## src/pipe_pkg.sv

```systemverilog
`default_nettype none

package pipe_pkg;

  localparam int XLEN = 64;
  localparam int FLAG_W = 4;
  localparam int REG_AW = 4;
  localparam int NUM_REGS = 16;

  // bit positions in the flag nibble
  localparam int FLAG_Z = 0;
  localparam int FLAG_S = 1;
  localparam int FLAG_C = 2;
  localparam int FLAG_O = 3;

  typedef logic [XLEN-1:0] data_t;
  typedef logic [FLAG_W-1:0] flags_t;
  typedef logic [REG_AW-1:0] reg_addr_t;

endpackage

`default_nettype wire

```

## src/isa_pkg.sv

```systemverilog
`default_nettype none

package isa_pkg;

  localparam int INSN_W = 40;

  typedef logic [3:0] op_code_t;
  typedef logic [3:0] reg_idx_t;
  typedef logic [21:0] imm_t;

  typedef enum logic [1:0] {
    FMT_REG = 2'd0,
    FMT_IMM = 2'd1,
    FMT_BR  = 2'd2,  // not supported here
    FMT_MEM = 2'd3   // not supported here
  } fmt_e;

  typedef enum logic [3:0] {
    C_AL, C_NV, C_EQ, C_NE, C_CS, C_CC, C_MI, C_PL,
    C_VS, C_VC, C_HI, C_LS, C_GE, C_LT, C_GT, C_LE
  } cond_e;

  // register ops take codes 0..11, immediate ops are remapped to 12 and 13
  typedef enum logic [3:0] {
    OP_ADD, OP_SUB, OP_AND, OP_OR, OP_XOR, OP_SHL, OP_SHR, OP_SAR,
    OP_SXT8, OP_SXT16, OP_SXT32, OP_BSWAP, OP_ADDI, OP_LUI
  } alu_op_e;

  // op field values in the immediate format
  localparam op_code_t IMM_OP_ADDI = 4'd0;
  localparam op_code_t IMM_OP_LUI = 4'd1;

  typedef struct packed {
    fmt_e       fmt;
    cond_e      cond;
    op_code_t   op;
    reg_idx_t   rd;
    reg_idx_t   ra;
    reg_idx_t   rb;
    logic [17:0] pad;
  } reg_insn_t;

  typedef struct packed {
    fmt_e     fmt;
    cond_e    cond;
    op_code_t op;
    reg_idx_t rd;
    reg_idx_t ra;
    imm_t     imm;
  } imm_insn_t;

  typedef union packed {
    reg_insn_t r;
    imm_insn_t i;
  } insn_u;

endpackage

`default_nettype wire

```

## src/exec_ifs.sv

```systemverilog
`timescale 1ns/1ps
`default_nettype none

interface rd_if;
  logic fwd_a;
  logic fwd_b;
  logic [pipe_pkg::REG_AW-1:0] ra_addr;
  logic [pipe_pkg::REG_AW-1:0] rb_addr;
  logic [pipe_pkg::XLEN-1:0] ra_data;
  logic [pipe_pkg::XLEN-1:0] rb_data;
  logic [pipe_pkg::FLAG_W-1:0] ra_flags;  // file flags before forwarding

  modport ctrl (input ra_addr, input rb_addr, input ra_flags, output fwd_a, output fwd_b);
  modport dec (output ra_addr, output rb_addr);
  modport rf (
    input fwd_a, input fwd_b, input ra_addr, input rb_addr,
    output ra_data, output rb_data, output ra_flags
  );
  // extra view so int_alu can sample the operands at E1
  modport alu (input ra_data, input rb_data);
endinterface

interface wb_if;
  logic we;
  logic [pipe_pkg::REG_AW-1:0] rd;
  logic [pipe_pkg::XLEN-1:0] data;
  logic [pipe_pkg::FLAG_W-1:0] flags;

  modport ctrl (output we, output rd);
  modport alu (output data, output flags);
  modport rf (input we, input rd, input data, input flags);
endinterface

`default_nettype wire

```

## src/shift_ext_unit.sv

```systemverilog
`timescale 1ns/1ps
`default_nettype none

module shift_ext_unit (
  input  isa_pkg::alu_op_e          op,
  input  logic [pipe_pkg::XLEN-1:0] a,
  input  logic [pipe_pkg::XLEN-1:0] b,
  output logic [pipe_pkg::XLEN-1:0] res
);

  localparam int XL = pipe_pkg::XLEN;

  logic [5:0] shamt;

  assign shamt = b[5:0];

  always_comb begin
    case (op)
      isa_pkg::OP_SHL:   res = a << shamt;
      isa_pkg::OP_SHR:   res = a >> shamt;
      isa_pkg::OP_SAR:   res = $signed(a) >>> shamt;
      isa_pkg::OP_SXT8:  res = {{(XL-8){a[7]}}, a[7:0]};
      isa_pkg::OP_SXT16: res = {{(XL-16){a[15]}}, a[15:0]};
      isa_pkg::OP_SXT32: res = {{(XL-32){a[31]}}, a[31:0]};
      // low word byte-reversed, upper half cleared
      isa_pkg::OP_BSWAP: res = {{(XL-32){1'b0}}, a[7:0], a[15:8], a[23:16], a[31:24]};
      default:           res = '0;
    endcase
  end

endmodule

`default_nettype wire

```

## src/insn_decode.sv

```systemverilog
`timescale 1ns/1ps
`default_nettype none

module insn_decode (
  input  isa_pkg::insn_u                insn,
  input  logic                          insn_valid,
  rd_if.dec                             rd_bus,
  output isa_pkg::alu_op_e              dec_op,
  output isa_pkg::cond_e                dec_cond,
  output logic [pipe_pkg::REG_AW-1:0]   dec_rd,
  output logic [pipe_pkg::XLEN-1:0]     dec_imm,
  output logic                          dec_use_imm,
  output logic                          dec_legal
);

  localparam int IMM_W = $bits(isa_pkg::imm_t);

  logic [pipe_pkg::XLEN-1:0] imm_sx;

  assign imm_sx = {{(pipe_pkg::XLEN-IMM_W){insn.i.imm[IMM_W-1]}}, insn.i.imm};

  // ra sits in the same place in both layouts
  assign rd_bus.ra_addr = insn.r.ra;
  assign rd_bus.rb_addr = insn.r.rb;  // imm bits for FMT_IMM where b is unused

  always_comb begin
    dec_op = isa_pkg::OP_ADD;
    dec_cond = insn.r.cond;
    dec_rd = insn.r.rd;
    dec_imm = '0;
    dec_use_imm = 1'b0;
    dec_legal = 1'b0;
    case (insn.r.fmt)
      isa_pkg::FMT_REG: begin
        dec_op = isa_pkg::alu_op_e'(insn.r.op);
        dec_legal = insn.r.op <= isa_pkg::OP_BSWAP;  // 12..15 reserved
      end
      isa_pkg::FMT_IMM: begin
        dec_use_imm = 1'b1;
        if (insn.i.op == isa_pkg::IMM_OP_LUI) begin
          dec_op = isa_pkg::OP_LUI;
          dec_imm = imm_sx << 32;
        end else begin
          dec_op = isa_pkg::OP_ADDI;
          dec_imm = imm_sx;
        end
        dec_legal = insn.i.op == isa_pkg::IMM_OP_ADDI || insn.i.op == isa_pkg::IMM_OP_LUI;
      end
      isa_pkg::FMT_BR, isa_pkg::FMT_MEM: dec_legal = 1'b0;  // dropped formats
      default: dec_legal = 1'b0;
    endcase
    if (!insn_valid) dec_legal = 1'b0;
  end

endmodule

`default_nettype wire

```

## src/pipe_ctrl.sv

```systemverilog
`timescale 1ns/1ps
`default_nettype none

module pipe_ctrl (
  input  logic                          clk,
  input  logic                          rst,
  input  isa_pkg::alu_op_e              dec_op,
  input  isa_pkg::cond_e                dec_cond,
  input  logic [pipe_pkg::REG_AW-1:0]   dec_rd,
  input  logic                          dec_legal,
  input  logic [pipe_pkg::FLAG_W-1:0]   ex_flags_fwd,
  rd_if.ctrl                            rd_bus,
  wb_if.ctrl                            wb_bus,
  output isa_pkg::alu_op_e              ex_op
);

  logic                          ex_valid;
  isa_pkg::cond_e                ex_cond;
  logic [pipe_pkg::REG_AW-1:0]   ex_rd;
  logic [pipe_pkg::FLAG_W-1:0]   ex_flags;  // ra flags of the execute instruction
  logic [pipe_pkg::FLAG_W-1:0]   ra_flags_sel;
  logic                          ex_we;
  logic                          fwd_a;
  logic                          fwd_b;

  function automatic logic cond_true(isa_pkg::cond_e c, logic [pipe_pkg::FLAG_W-1:0] f);
    logic z;
    logic s;
    logic cy;
    logic o;
    z = f[pipe_pkg::FLAG_Z];
    s = f[pipe_pkg::FLAG_S];
    cy = f[pipe_pkg::FLAG_C];
    o = f[pipe_pkg::FLAG_O];
    case (c)
      isa_pkg::C_AL: cond_true = 1'b1;
      isa_pkg::C_NV: cond_true = 1'b0;
      isa_pkg::C_EQ: cond_true = z;
      isa_pkg::C_NE: cond_true = !z;
      isa_pkg::C_CS: cond_true = cy;
      isa_pkg::C_CC: cond_true = !cy;
      isa_pkg::C_MI: cond_true = s;
      isa_pkg::C_PL: cond_true = !s;
      isa_pkg::C_VS: cond_true = o;
      isa_pkg::C_VC: cond_true = !o;
      isa_pkg::C_HI: cond_true = cy && !z;
      isa_pkg::C_LS: cond_true = !cy || z;
      isa_pkg::C_GE: cond_true = s == o;
      isa_pkg::C_LT: cond_true = s != o;
      isa_pkg::C_GT: cond_true = !z && (s == o);
      isa_pkg::C_LE: cond_true = z || (s != o);
      default: cond_true = 1'b0;
    endcase
  endfunction

  assign ex_we = ex_valid && cond_true(ex_cond, ex_flags);

  // only the directly preceding instruction can be in flight
  assign fwd_a = ex_we && (rd_bus.ra_addr == ex_rd);
  assign fwd_b = ex_we && (rd_bus.rb_addr == ex_rd);
  assign rd_bus.fwd_a = fwd_a;
  assign rd_bus.fwd_b = fwd_b;

  assign ra_flags_sel = fwd_a ? ex_flags_fwd : rd_bus.ra_flags;

  always_ff @(posedge clk) begin
    if (rst) ex_valid <= 1'b0;
    else ex_valid <= dec_legal;
    ex_op <= dec_op;
    ex_cond <= dec_cond;
    ex_rd <= dec_rd;
    ex_flags <= ra_flags_sel;
  end

  assign wb_bus.we = ex_we;
  assign wb_bus.rd = ex_rd;

endmodule

`default_nettype wire

```

## src/reg_file.sv

```systemverilog
`timescale 1ns/1ps
`default_nettype none

module reg_file (
  input  logic                          clk,
  input  logic                          rst,
  rd_if.rf                              rd_bus,
  wb_if.rf                              wb_bus,
  output logic                          wb_valid,
  output logic [pipe_pkg::REG_AW-1:0]   wb_rd,
  output logic [pipe_pkg::XLEN-1:0]     wb_data,
  output logic [pipe_pkg::FLAG_W-1:0]   wb_flags
);

  logic [pipe_pkg::XLEN-1:0]   regs  [pipe_pkg::NUM_REGS];
  logic [pipe_pkg::FLAG_W-1:0] flags [pipe_pkg::NUM_REGS];

  // data bypass from the execute result
  assign rd_bus.ra_data = rd_bus.fwd_a ? wb_bus.data : regs[rd_bus.ra_addr];
  assign rd_bus.rb_data = rd_bus.fwd_b ? wb_bus.data : regs[rd_bus.rb_addr];
  assign rd_bus.ra_flags = flags[rd_bus.ra_addr];

  always_ff @(posedge clk) begin
    if (rst) begin
      for (int i = 0; i < pipe_pkg::NUM_REGS; i++) begin
        regs[i] <= '0;
        flags[i] <= '0;
      end
    end else if (wb_bus.we) begin
      regs[wb_bus.rd] <= wb_bus.data;
      flags[wb_bus.rd] <= wb_bus.flags;
    end
  end

  // writeback report registered at E2
  always_ff @(posedge clk) begin
    if (rst) wb_valid <= 1'b0;
    else wb_valid <= wb_bus.we;
    if (wb_bus.we) begin
      wb_rd <= wb_bus.rd;
      wb_data <= wb_bus.data;
      wb_flags <= wb_bus.flags;
    end
  end

endmodule

`default_nettype wire

```

## src/int_alu.sv

```systemverilog
`timescale 1ns/1ps
`default_nettype none

module int_alu (
  input  logic                          clk,
  input  logic                          rst,
  input  isa_pkg::alu_op_e              ex_op,
  input  logic [pipe_pkg::XLEN-1:0]     dec_imm,
  input  logic                          dec_use_imm,
  rd_if.alu                             rd_bus,
  wb_if.alu                             wb_bus,
  output logic [pipe_pkg::FLAG_W-1:0]   ex_flags_fwd
);

  localparam int MSB = pipe_pkg::XLEN - 1;

  logic [pipe_pkg::XLEN-1:0]   op_a;
  logic [pipe_pkg::XLEN-1:0]   op_b;
  logic [pipe_pkg::XLEN:0]     sum;
  logic [pipe_pkg::XLEN:0]     diff;
  logic [pipe_pkg::XLEN-1:0]   shx_res;
  logic [pipe_pkg::XLEN-1:0]   res;
  logic                        carry;
  logic                        ovf;
  logic [pipe_pkg::FLAG_W-1:0] flags_new;

  always_ff @(posedge clk) begin
    if (rst) begin
      op_a <= '0;
      op_b <= '0;
    end else begin
      op_a <= rd_bus.ra_data;
      op_b <= dec_use_imm ? dec_imm : rd_bus.rb_data;
    end
  end

  assign sum = {1'b0, op_a} + {1'b0, op_b};
  assign diff = {1'b0, op_a} + {1'b0, ~op_b} + 1'b1;  // carry set means no borrow

  shift_ext_unit i_shift_ext_unit (
    .op  (ex_op),
    .a   (op_a),
    .b   (op_b),
    .res (shx_res)
  );

  always_comb begin
    res = shx_res;
    carry = 1'b0;
    ovf = 1'b0;
    case (ex_op)
      isa_pkg::OP_ADD, isa_pkg::OP_ADDI: begin
        res = sum[MSB:0];
        carry = sum[pipe_pkg::XLEN];
        ovf = (op_a[MSB] == op_b[MSB]) && (sum[MSB] != op_a[MSB]);
      end
      isa_pkg::OP_SUB: begin
        res = diff[MSB:0];
        carry = diff[pipe_pkg::XLEN];
        ovf = (op_a[MSB] != op_b[MSB]) && (diff[MSB] != op_a[MSB]);
      end
      isa_pkg::OP_AND: res = op_a & op_b;
      isa_pkg::OP_OR:  res = op_a | op_b;
      isa_pkg::OP_XOR: res = op_a ^ op_b;
      isa_pkg::OP_LUI: res = op_b;  // imm already shifted by decode
      default: res = shx_res;
    endcase
  end

  always_comb begin
    flags_new = '0;
    flags_new[pipe_pkg::FLAG_Z] = res == '0;
    flags_new[pipe_pkg::FLAG_S] = res[MSB];
    flags_new[pipe_pkg::FLAG_C] = carry;
    flags_new[pipe_pkg::FLAG_O] = ovf;
  end

  assign wb_bus.data = res;
  assign wb_bus.flags = flags_new;
  assign ex_flags_fwd = flags_new;  // for a dependent condition next cycle

endmodule

`default_nettype wire

```

## src/exec_cluster.sv

```systemverilog
`timescale 1ns/1ps
`default_nettype none

module exec_cluster (
  input  logic                          clk,
  input  logic                          rst,
  input  logic                          insn_valid,
  input  logic [isa_pkg::INSN_W-1:0]    insn,
  output logic                          wb_valid,
  output logic [pipe_pkg::REG_AW-1:0]   wb_rd,
  output logic [pipe_pkg::XLEN-1:0]     wb_data,
  output logic [pipe_pkg::FLAG_W-1:0]   wb_flags
);

  isa_pkg::alu_op_e              dec_op;
  isa_pkg::cond_e                dec_cond;
  logic [pipe_pkg::REG_AW-1:0]   dec_rd;
  logic [pipe_pkg::XLEN-1:0]     dec_imm;
  logic                          dec_use_imm;
  logic                          dec_legal;
  isa_pkg::alu_op_e              ex_op;
  logic [pipe_pkg::FLAG_W-1:0]   ex_flags_fwd;

  rd_if rd_bus ();
  wb_if wb_bus ();

  insn_decode i_insn_decode (
    .insn        (insn),
    .insn_valid  (insn_valid),
    .rd_bus      (rd_bus),
    .dec_op      (dec_op),
    .dec_cond    (dec_cond),
    .dec_rd      (dec_rd),
    .dec_imm     (dec_imm),
    .dec_use_imm (dec_use_imm),
    .dec_legal   (dec_legal)
  );

  pipe_ctrl i_pipe_ctrl (
    .clk          (clk),
    .rst          (rst),
    .dec_op       (dec_op),
    .dec_cond     (dec_cond),
    .dec_rd       (dec_rd),
    .dec_legal    (dec_legal),
    .ex_flags_fwd (ex_flags_fwd),
    .rd_bus       (rd_bus),
    .wb_bus       (wb_bus),
    .ex_op        (ex_op)
  );

  reg_file i_reg_file (
    .clk      (clk),
    .rst      (rst),
    .rd_bus   (rd_bus),
    .wb_bus   (wb_bus),
    .wb_valid (wb_valid),
    .wb_rd    (wb_rd),
    .wb_data  (wb_data),
    .wb_flags (wb_flags)
  );

  int_alu i_int_alu (
    .clk          (clk),
    .rst          (rst),
    .ex_op        (ex_op),
    .dec_imm      (dec_imm),
    .dec_use_imm  (dec_use_imm),
    .rd_bus       (rd_bus),
    .wb_bus       (wb_bus),
    .ex_flags_fwd (ex_flags_fwd)
  );

endmodule

`default_nettype wire

```

## config.mk

```make
export PLATFORM = sky130hd
export DESIGN_NAME = exec_cluster
export DESIGN_NICKNAME = d
export VERILOG_FILES = /design/src/pipe_pkg.sv /design/src/isa_pkg.sv /design/src/exec_ifs.sv /design/src/shift_ext_unit.sv /design/src/insn_decode.sv /design/src/pipe_ctrl.sv /design/src/reg_file.sv /design/src/int_alu.sv /design/src/exec_cluster.sv
export SDC_FILE = /design/constraint.sdc
export NUM_CORES = 2
export LEC_CHECK = 0
export BUFFER_PORTS_ARGS = -buffer_cell sky130_fd_sc_hd__buf_2
export CORE_ASPECT_RATIO = 1.5
export CORE_MARGIN = 8
export CORE_UTILIZATION = 60
export CTS_BUF_LIST = sky130_fd_sc_hd__clkbuf_2 sky130_fd_sc_hd__clkbuf_4 sky130_fd_sc_hd__clkbuf_8
export CTS_CLUSTER_SIZE = 14
export DETAILED_ROUTE_END_ITERATION = 6
export PLACE_DENSITY = 0.81
export SLEW_MARGIN = 20
export SYNTH_ARGS = -nofsm -noshare
export SYNTH_HDL_FRONTEND = slang
export SYNTH_SLANG_ARGS = --single-unit
```

## constraint.sdc

```tcl
create_clock -name clk -period 17.59 [get_ports clk]
set_input_delay 3.518 -clock clk [delete_from_list [all_inputs] [get_ports clk]]
set_output_delay 3.518 -clock clk [all_outputs]
set_load 0.02 [all_outputs]
```

==> flow_metrics.py, run 1 <==
metrics = {
    "outcome": {
        "status": "aborted with a tool error",
        "stop_stage": "global routing",
        "stop_error": "[ERROR GRT-0232] Routing congestion too high. Check the congestion heatmap in the GUI.",
    },
    "placed_design": {
        "portBuffers": 115,
        "dpl.cell_count": 9181,
        "dp_hpwl_um": 313000,
        "placed_area_um2": 88170,
        "routabilityCongestion": 1.151,
    },
    "cts": {
        "cts_buffer_depth": 3,
        "ctsHtreeMaxLevel": 4,
        "post_cts_buffers": 0,
        "root_buffer": "clkbuf_8",
        "cts.sinks": 1289,
        "cts_made_buffers": 183,
        "cts.repair.resized": 0,
        "cts_hold_buf": 0,
    },
    "logic_synthesis": {
        "synth_area_leaders": "edfxtp_1, mux4_2, nor2_1",
        "yosysMostFrequentCell": "nor2_1",
        "synthesis.area_um2": 85510,
        "synth_edf_count": 1143,
        "async_reset_ff_share_pct": 0,
        "ys_seq_area_share_pct": 43.55,
        "synth_area_per_cell_um2": 11.12,
        "ys_seq_elements": 1289,
        "syn-instance-count": 7687,
        "ys.warnings.count": 0,
        "synth.largest_area_cell": "edfxtp_1",
        "synth_nets": 7934,
        "ys.flop_type": "edfxtp_1",
        "ys_types": 108,
        "synth_commonest_cells": "nor2_1, edfxtp_1, mux4_2",
        "netlist.area_leader.share_pct": 40.14,
    },
    "die": {
        "initial_utilization_pct": 60.45,
        "row_count": 169,
        "die_h_um": 478.4,
        "io_pins": 116,
        "die_x_um": 324.2,
    },
    "grt": {
        "grt_max_degree": 135,
        "antenna_found_initial": 71,
        "grt_use_total_pct": 72.44,
        "overflow": 12,
    },
}
[per-stage QoR]
stage	setup WS [ns]	hold slack, ns
2_1_floorplan	11.24	0.4064
3_3_place_gp	9.084	0.5771
3_5_place_dp	8.952	0.6178
4_1_cts	9.331	0.6737
[metal layers]
metal / overflow / track usage, %
met5: 1 / 30.88
met2: 3 / 88.29
met4: 5 / 75.78
met3: 0 / 59.48
met1: 3 / 68.90
[cell families after synthesis]
group	after synthesis	synth area share (%)
and+or+nand+nor	2574	13.21
xor gates and xnor gates	22	0.2253
muxes	1001	22.94
adders and majority gates	204	3.002
buffers and inverters	1051	4.897
DFF	1289	43.55
AOI/OAI and AO/OA	1546	12.17
==> run 2: changes to the inputs <==
- CORE_ASPECT_RATIO: 1.5 -> not set
- CORE_UTILIZATION: 60 -> 40
- CTS_BUF_LIST: sky130_fd_sc_hd__clkbuf_2 sky130_fd_sc_hd__clkbuf_4 sky130_fd_sc_hd__clkbuf_8 -> not set
- CTS_CLUSTER_SIZE: 14 -> not set
- PLACE_DENSITY: 0.81 -> not set
- PLACE_DENSITY_LB_ADDON: not set -> 0.15
==> run 2 against run 1 <==
Compared with the run above: the flow now finishes, with violations (DRC); synthesized cell count did not move; area after synthesis did not move.
==> flow_metrics.py, run 2 <==
metrics = {
    "critical_path": {
        "crit_end": "i_pipe_ctrl.ex_flags[0]$_DFF_P_",
        "critPathMaxFanout": 64,
        "cp-start-kind": "flop",
        "r2r-start": "i_int_alu.op_b[1]$_SDFF_PP0_",
        "crit_type": "flop to flop",
        "critical_path.startpoint": "i_int_alu.op_b[1]$_SDFF_PP0_",
        "reg2reg_depth": 12,
        "crit_required_ns": 18.27,
        "r2r-end": "i_pipe_ctrl.ex_flags[0]$_DFF_P_",
        "worstSetupEndpointType": "flop",
        "rrSetupSlack_ns": 9.61,
        "cp.arrival_ns": 8.66,
    },
    "final_layout": {
        "area_growth_pct": 9.851,
        "drive_above_1_share_pct": 21.19,
        "finish.net_count": 7674,
        "nFillCells": 19772,
        "fin_util_pct": 44.25,
        "final_area_um2": 93940,
        "mostFrequentLayoutCell": "nor2_1",
        "final_cell_mix": "nor2_1, edfxtp_1, mux4_2, a21oi_1, nand2_1",
        "largest-register": "i_reg_file.regs",
        "largest_reg_flops": 1008,
    },
    "logic_synthesis": {
        "ys.flop_type": "edfxtp_1",
        "synth_nets": 7934,
        "synth_edf_count": 1143,
        "async_reset_ff_share_pct": 0,
        "synth.largest_area_cell": "edfxtp_1",
        "ys_seq_elements": 1289,
        "ys.warnings.count": 0,
        "synth_commonest_cells": "nor2_1, edfxtp_1, mux4_2",
        "synth_area_leaders": "edfxtp_1, mux4_2, nor2_1",
        "synth_area_per_cell_um2": 11.12,
        "yosysMostFrequentCell": "nor2_1",
        "ys_seq_area_share_pct": 43.55,
        "synthesis.area_um2": 85510,
        "netlist.area_leader.share_pct": 40.14,
        "syn-instance-count": 7687,
        "ys_types": 108,
    },
    "sta": {
        "worstMarginPinSlew_ns": 1.316,
        "min_period_over_period_pct": 45.39,
        "timing.fmax_mhz": 125.3,
        "slew_violations": 0,
        "fin_setup_tns_ns": 0,
        "fin_crit_ns": 7.984,
        "finClkSkew_ns": 0.03705,
        "rsz0062_at_grt": "false",
        "finalSetupViolCount": 0,
        "slew_headroom_pct": 12.27,
        "finalHoldViolCount": 0,
    },
    "cts": {
        "cts_buffer_depth": 3,
        "post_cts_buffers": 0,
        "cts_made_buffers": 137,
        "cts_hold_buf": 0,
        "clock_latency_ns": 0.81,
        "ctsHtreeMaxLevel": 4,
        "cts_tree": "built",
        "cts.sinks": 1289,
        "clk_pin_slew_ns": 0.07,
        "cts.repair.resized": 0,
        "root_buffer": "clkbuf_16",
    },
    "drt": {
        "num_vias": 72153,
        "drt_iter0_drc": 10819,
        "ant_nets": 0,
        "wl_per_cell_um": 40.56,
        "drt_wl_total_um": 420800,
        "drc": 2,
        "routed_via_density": 6.956,
        "drtPass1Iterations": 7,
    },
    "die": {
        "die-area_um2": 228800,
        "core_area_um2": 212300,
        "initial_utilization_pct": 40.28,
        "io_pins": 116,
        "die_x_um": 478.4,
        "die_h_um": 478.4,
        "row_count": 169,
    },
    "worst_hold_path": {
        "hold_start": "i_pipe_ctrl.wb_bus.rd[0]$_DFF_P_",
        "hold_path_class": "flop to flop",
    },
    "pwr": {
        "power_density_nw_per_um2": 96.77,
        "leakage_uw": 0.03312,
        "ir_drop_v": 0.00009734,
        "p_total_uw": 9091,
    },
    "grt": {
        "antenna_found_initial": 20,
        "overflow": 0,
        "first_global_vias": 69819,
        "grt_max_degree": 135,
        "grt_use_total_pct": 35.48,
        "grt_pass1_wl_um": 575100,
    },
    "placed_design": {
        "dp_hpwl_um": 278100,
        "placed_area_um2": 89270,
        "portBuffers": 115,
        "routabilityCongestion": 1.064,
    },
    "outcome": {
        "status": "finished with violations",
        "violations": "DRC",
    },
    "job": {
        "cap_violations": 0,
    },
}
[run 2: cell counts after synthesis]
Identical to the previous run, type by type.
[run 2: worst min path at each step]
stage	end	slack [ns]	cells after the start
global placement	i_reg_file.wb_rd[0]$_DFFE_PP_	0.60	0
finish	i_reg_file.wb_rd[0]$_DFFE_PP_	0.60	0
CTS	i_reg_file.wb_rd[0]$_DFFE_PP_	0.61	0
detailed placement	i_reg_file.wb_rd[0]$_DFFE_PP_	0.60	0
global route	i_reg_file.wb_rd[0]$_DFFE_PP_	0.62	0
floorplan	i_reg_file.wb_rd[2]$_DFFE_PP_	0.41	0
[run 2: logic make-up (layout without fill, tap and decap cells)]
| family | count (synthesis) | after routing | share of synthesized area (%) |
|---|---|---|---|
| flip-flops | 1289 | 1289 | 43.55 |
| AND/OR/NAND/NOR | 2574 | 2574 | 13.21 |
| XOR/XNOR | 22 | 22 | 0.2253 |
| buffers and inverters | 1051 | 906 | 4.897 |
| AO/OA/AOI/OAI | 1546 | 1546 | 12.17 |
| multiplexers | 1001 | 1001 | 22.94 |
| other | 0 | 10 | 0 |
| adder cells (fa/ha/maj) | 204 | 204 | 3.002 |
[run 2: critical path, stage by stage, from the launching register on]
cell	delay (ns)
dfxtp_4	0.69
buf_4	0.78
or4_1	0.27
nor2_1	0.05
a21oi_1	0.40
o221ai_1	0.57
a221o_1	0.68
a2111oi_2	1.00
a21boi_2	0.92
nand4_1	0.38
nor4_2	0.63
nand4_2	0.86
o31ai_1	0.51
[run 2: layout make-up]
class                   count  area [µm²]  area share, %
inverters                 267        1005          1.070
diodes                     10       25.02        0.02664
multi-input cells        5347       44780          47.66
repair buffers            385        2753          2.930
clock inverters            73       844.6         0.8991
clock buffers             181        3736          3.977
well taps                2821        3530          3.757
flip-flops and latches   1289       37270          39.68
[run 2: routing by layer]
layer | part of all wire (%) | track usage [%] | wire length (µm)
met4 | 7.9 | 22.49 | 33160
met5 | 0.0062 | 0 | 26
met1 | 37 | 45.27 | 154600
met3 | 11 | 8.843 | 47530
met2 | 44 | 54.07 | 185500
[run 2: report_power, final]
group          switching [µW]  internal, µW  leakage (µW)
clock                    1300          1720       0.00223
sequential                112          3450        0.0129
combinational            1760           738        0.0180
total                    3180          5910        0.0331
[run 2: through the flow]
step | hold slack (ns) | setup slack (ns) | instances
after global placement | 0.6047 | 9.739 | 10108
after CTS | 0.6106 | 9.868 | 10362
final | 0.6029 | 9.606 | 10373
after detailed placement | 0.5975 | 9.845 | 10108
after global routing | 0.6230 | 9.603 | 10365
after floorplan | 0.4064 | 11.24 | 7687
Note: power is estimated with default switching activity, not from simulation.
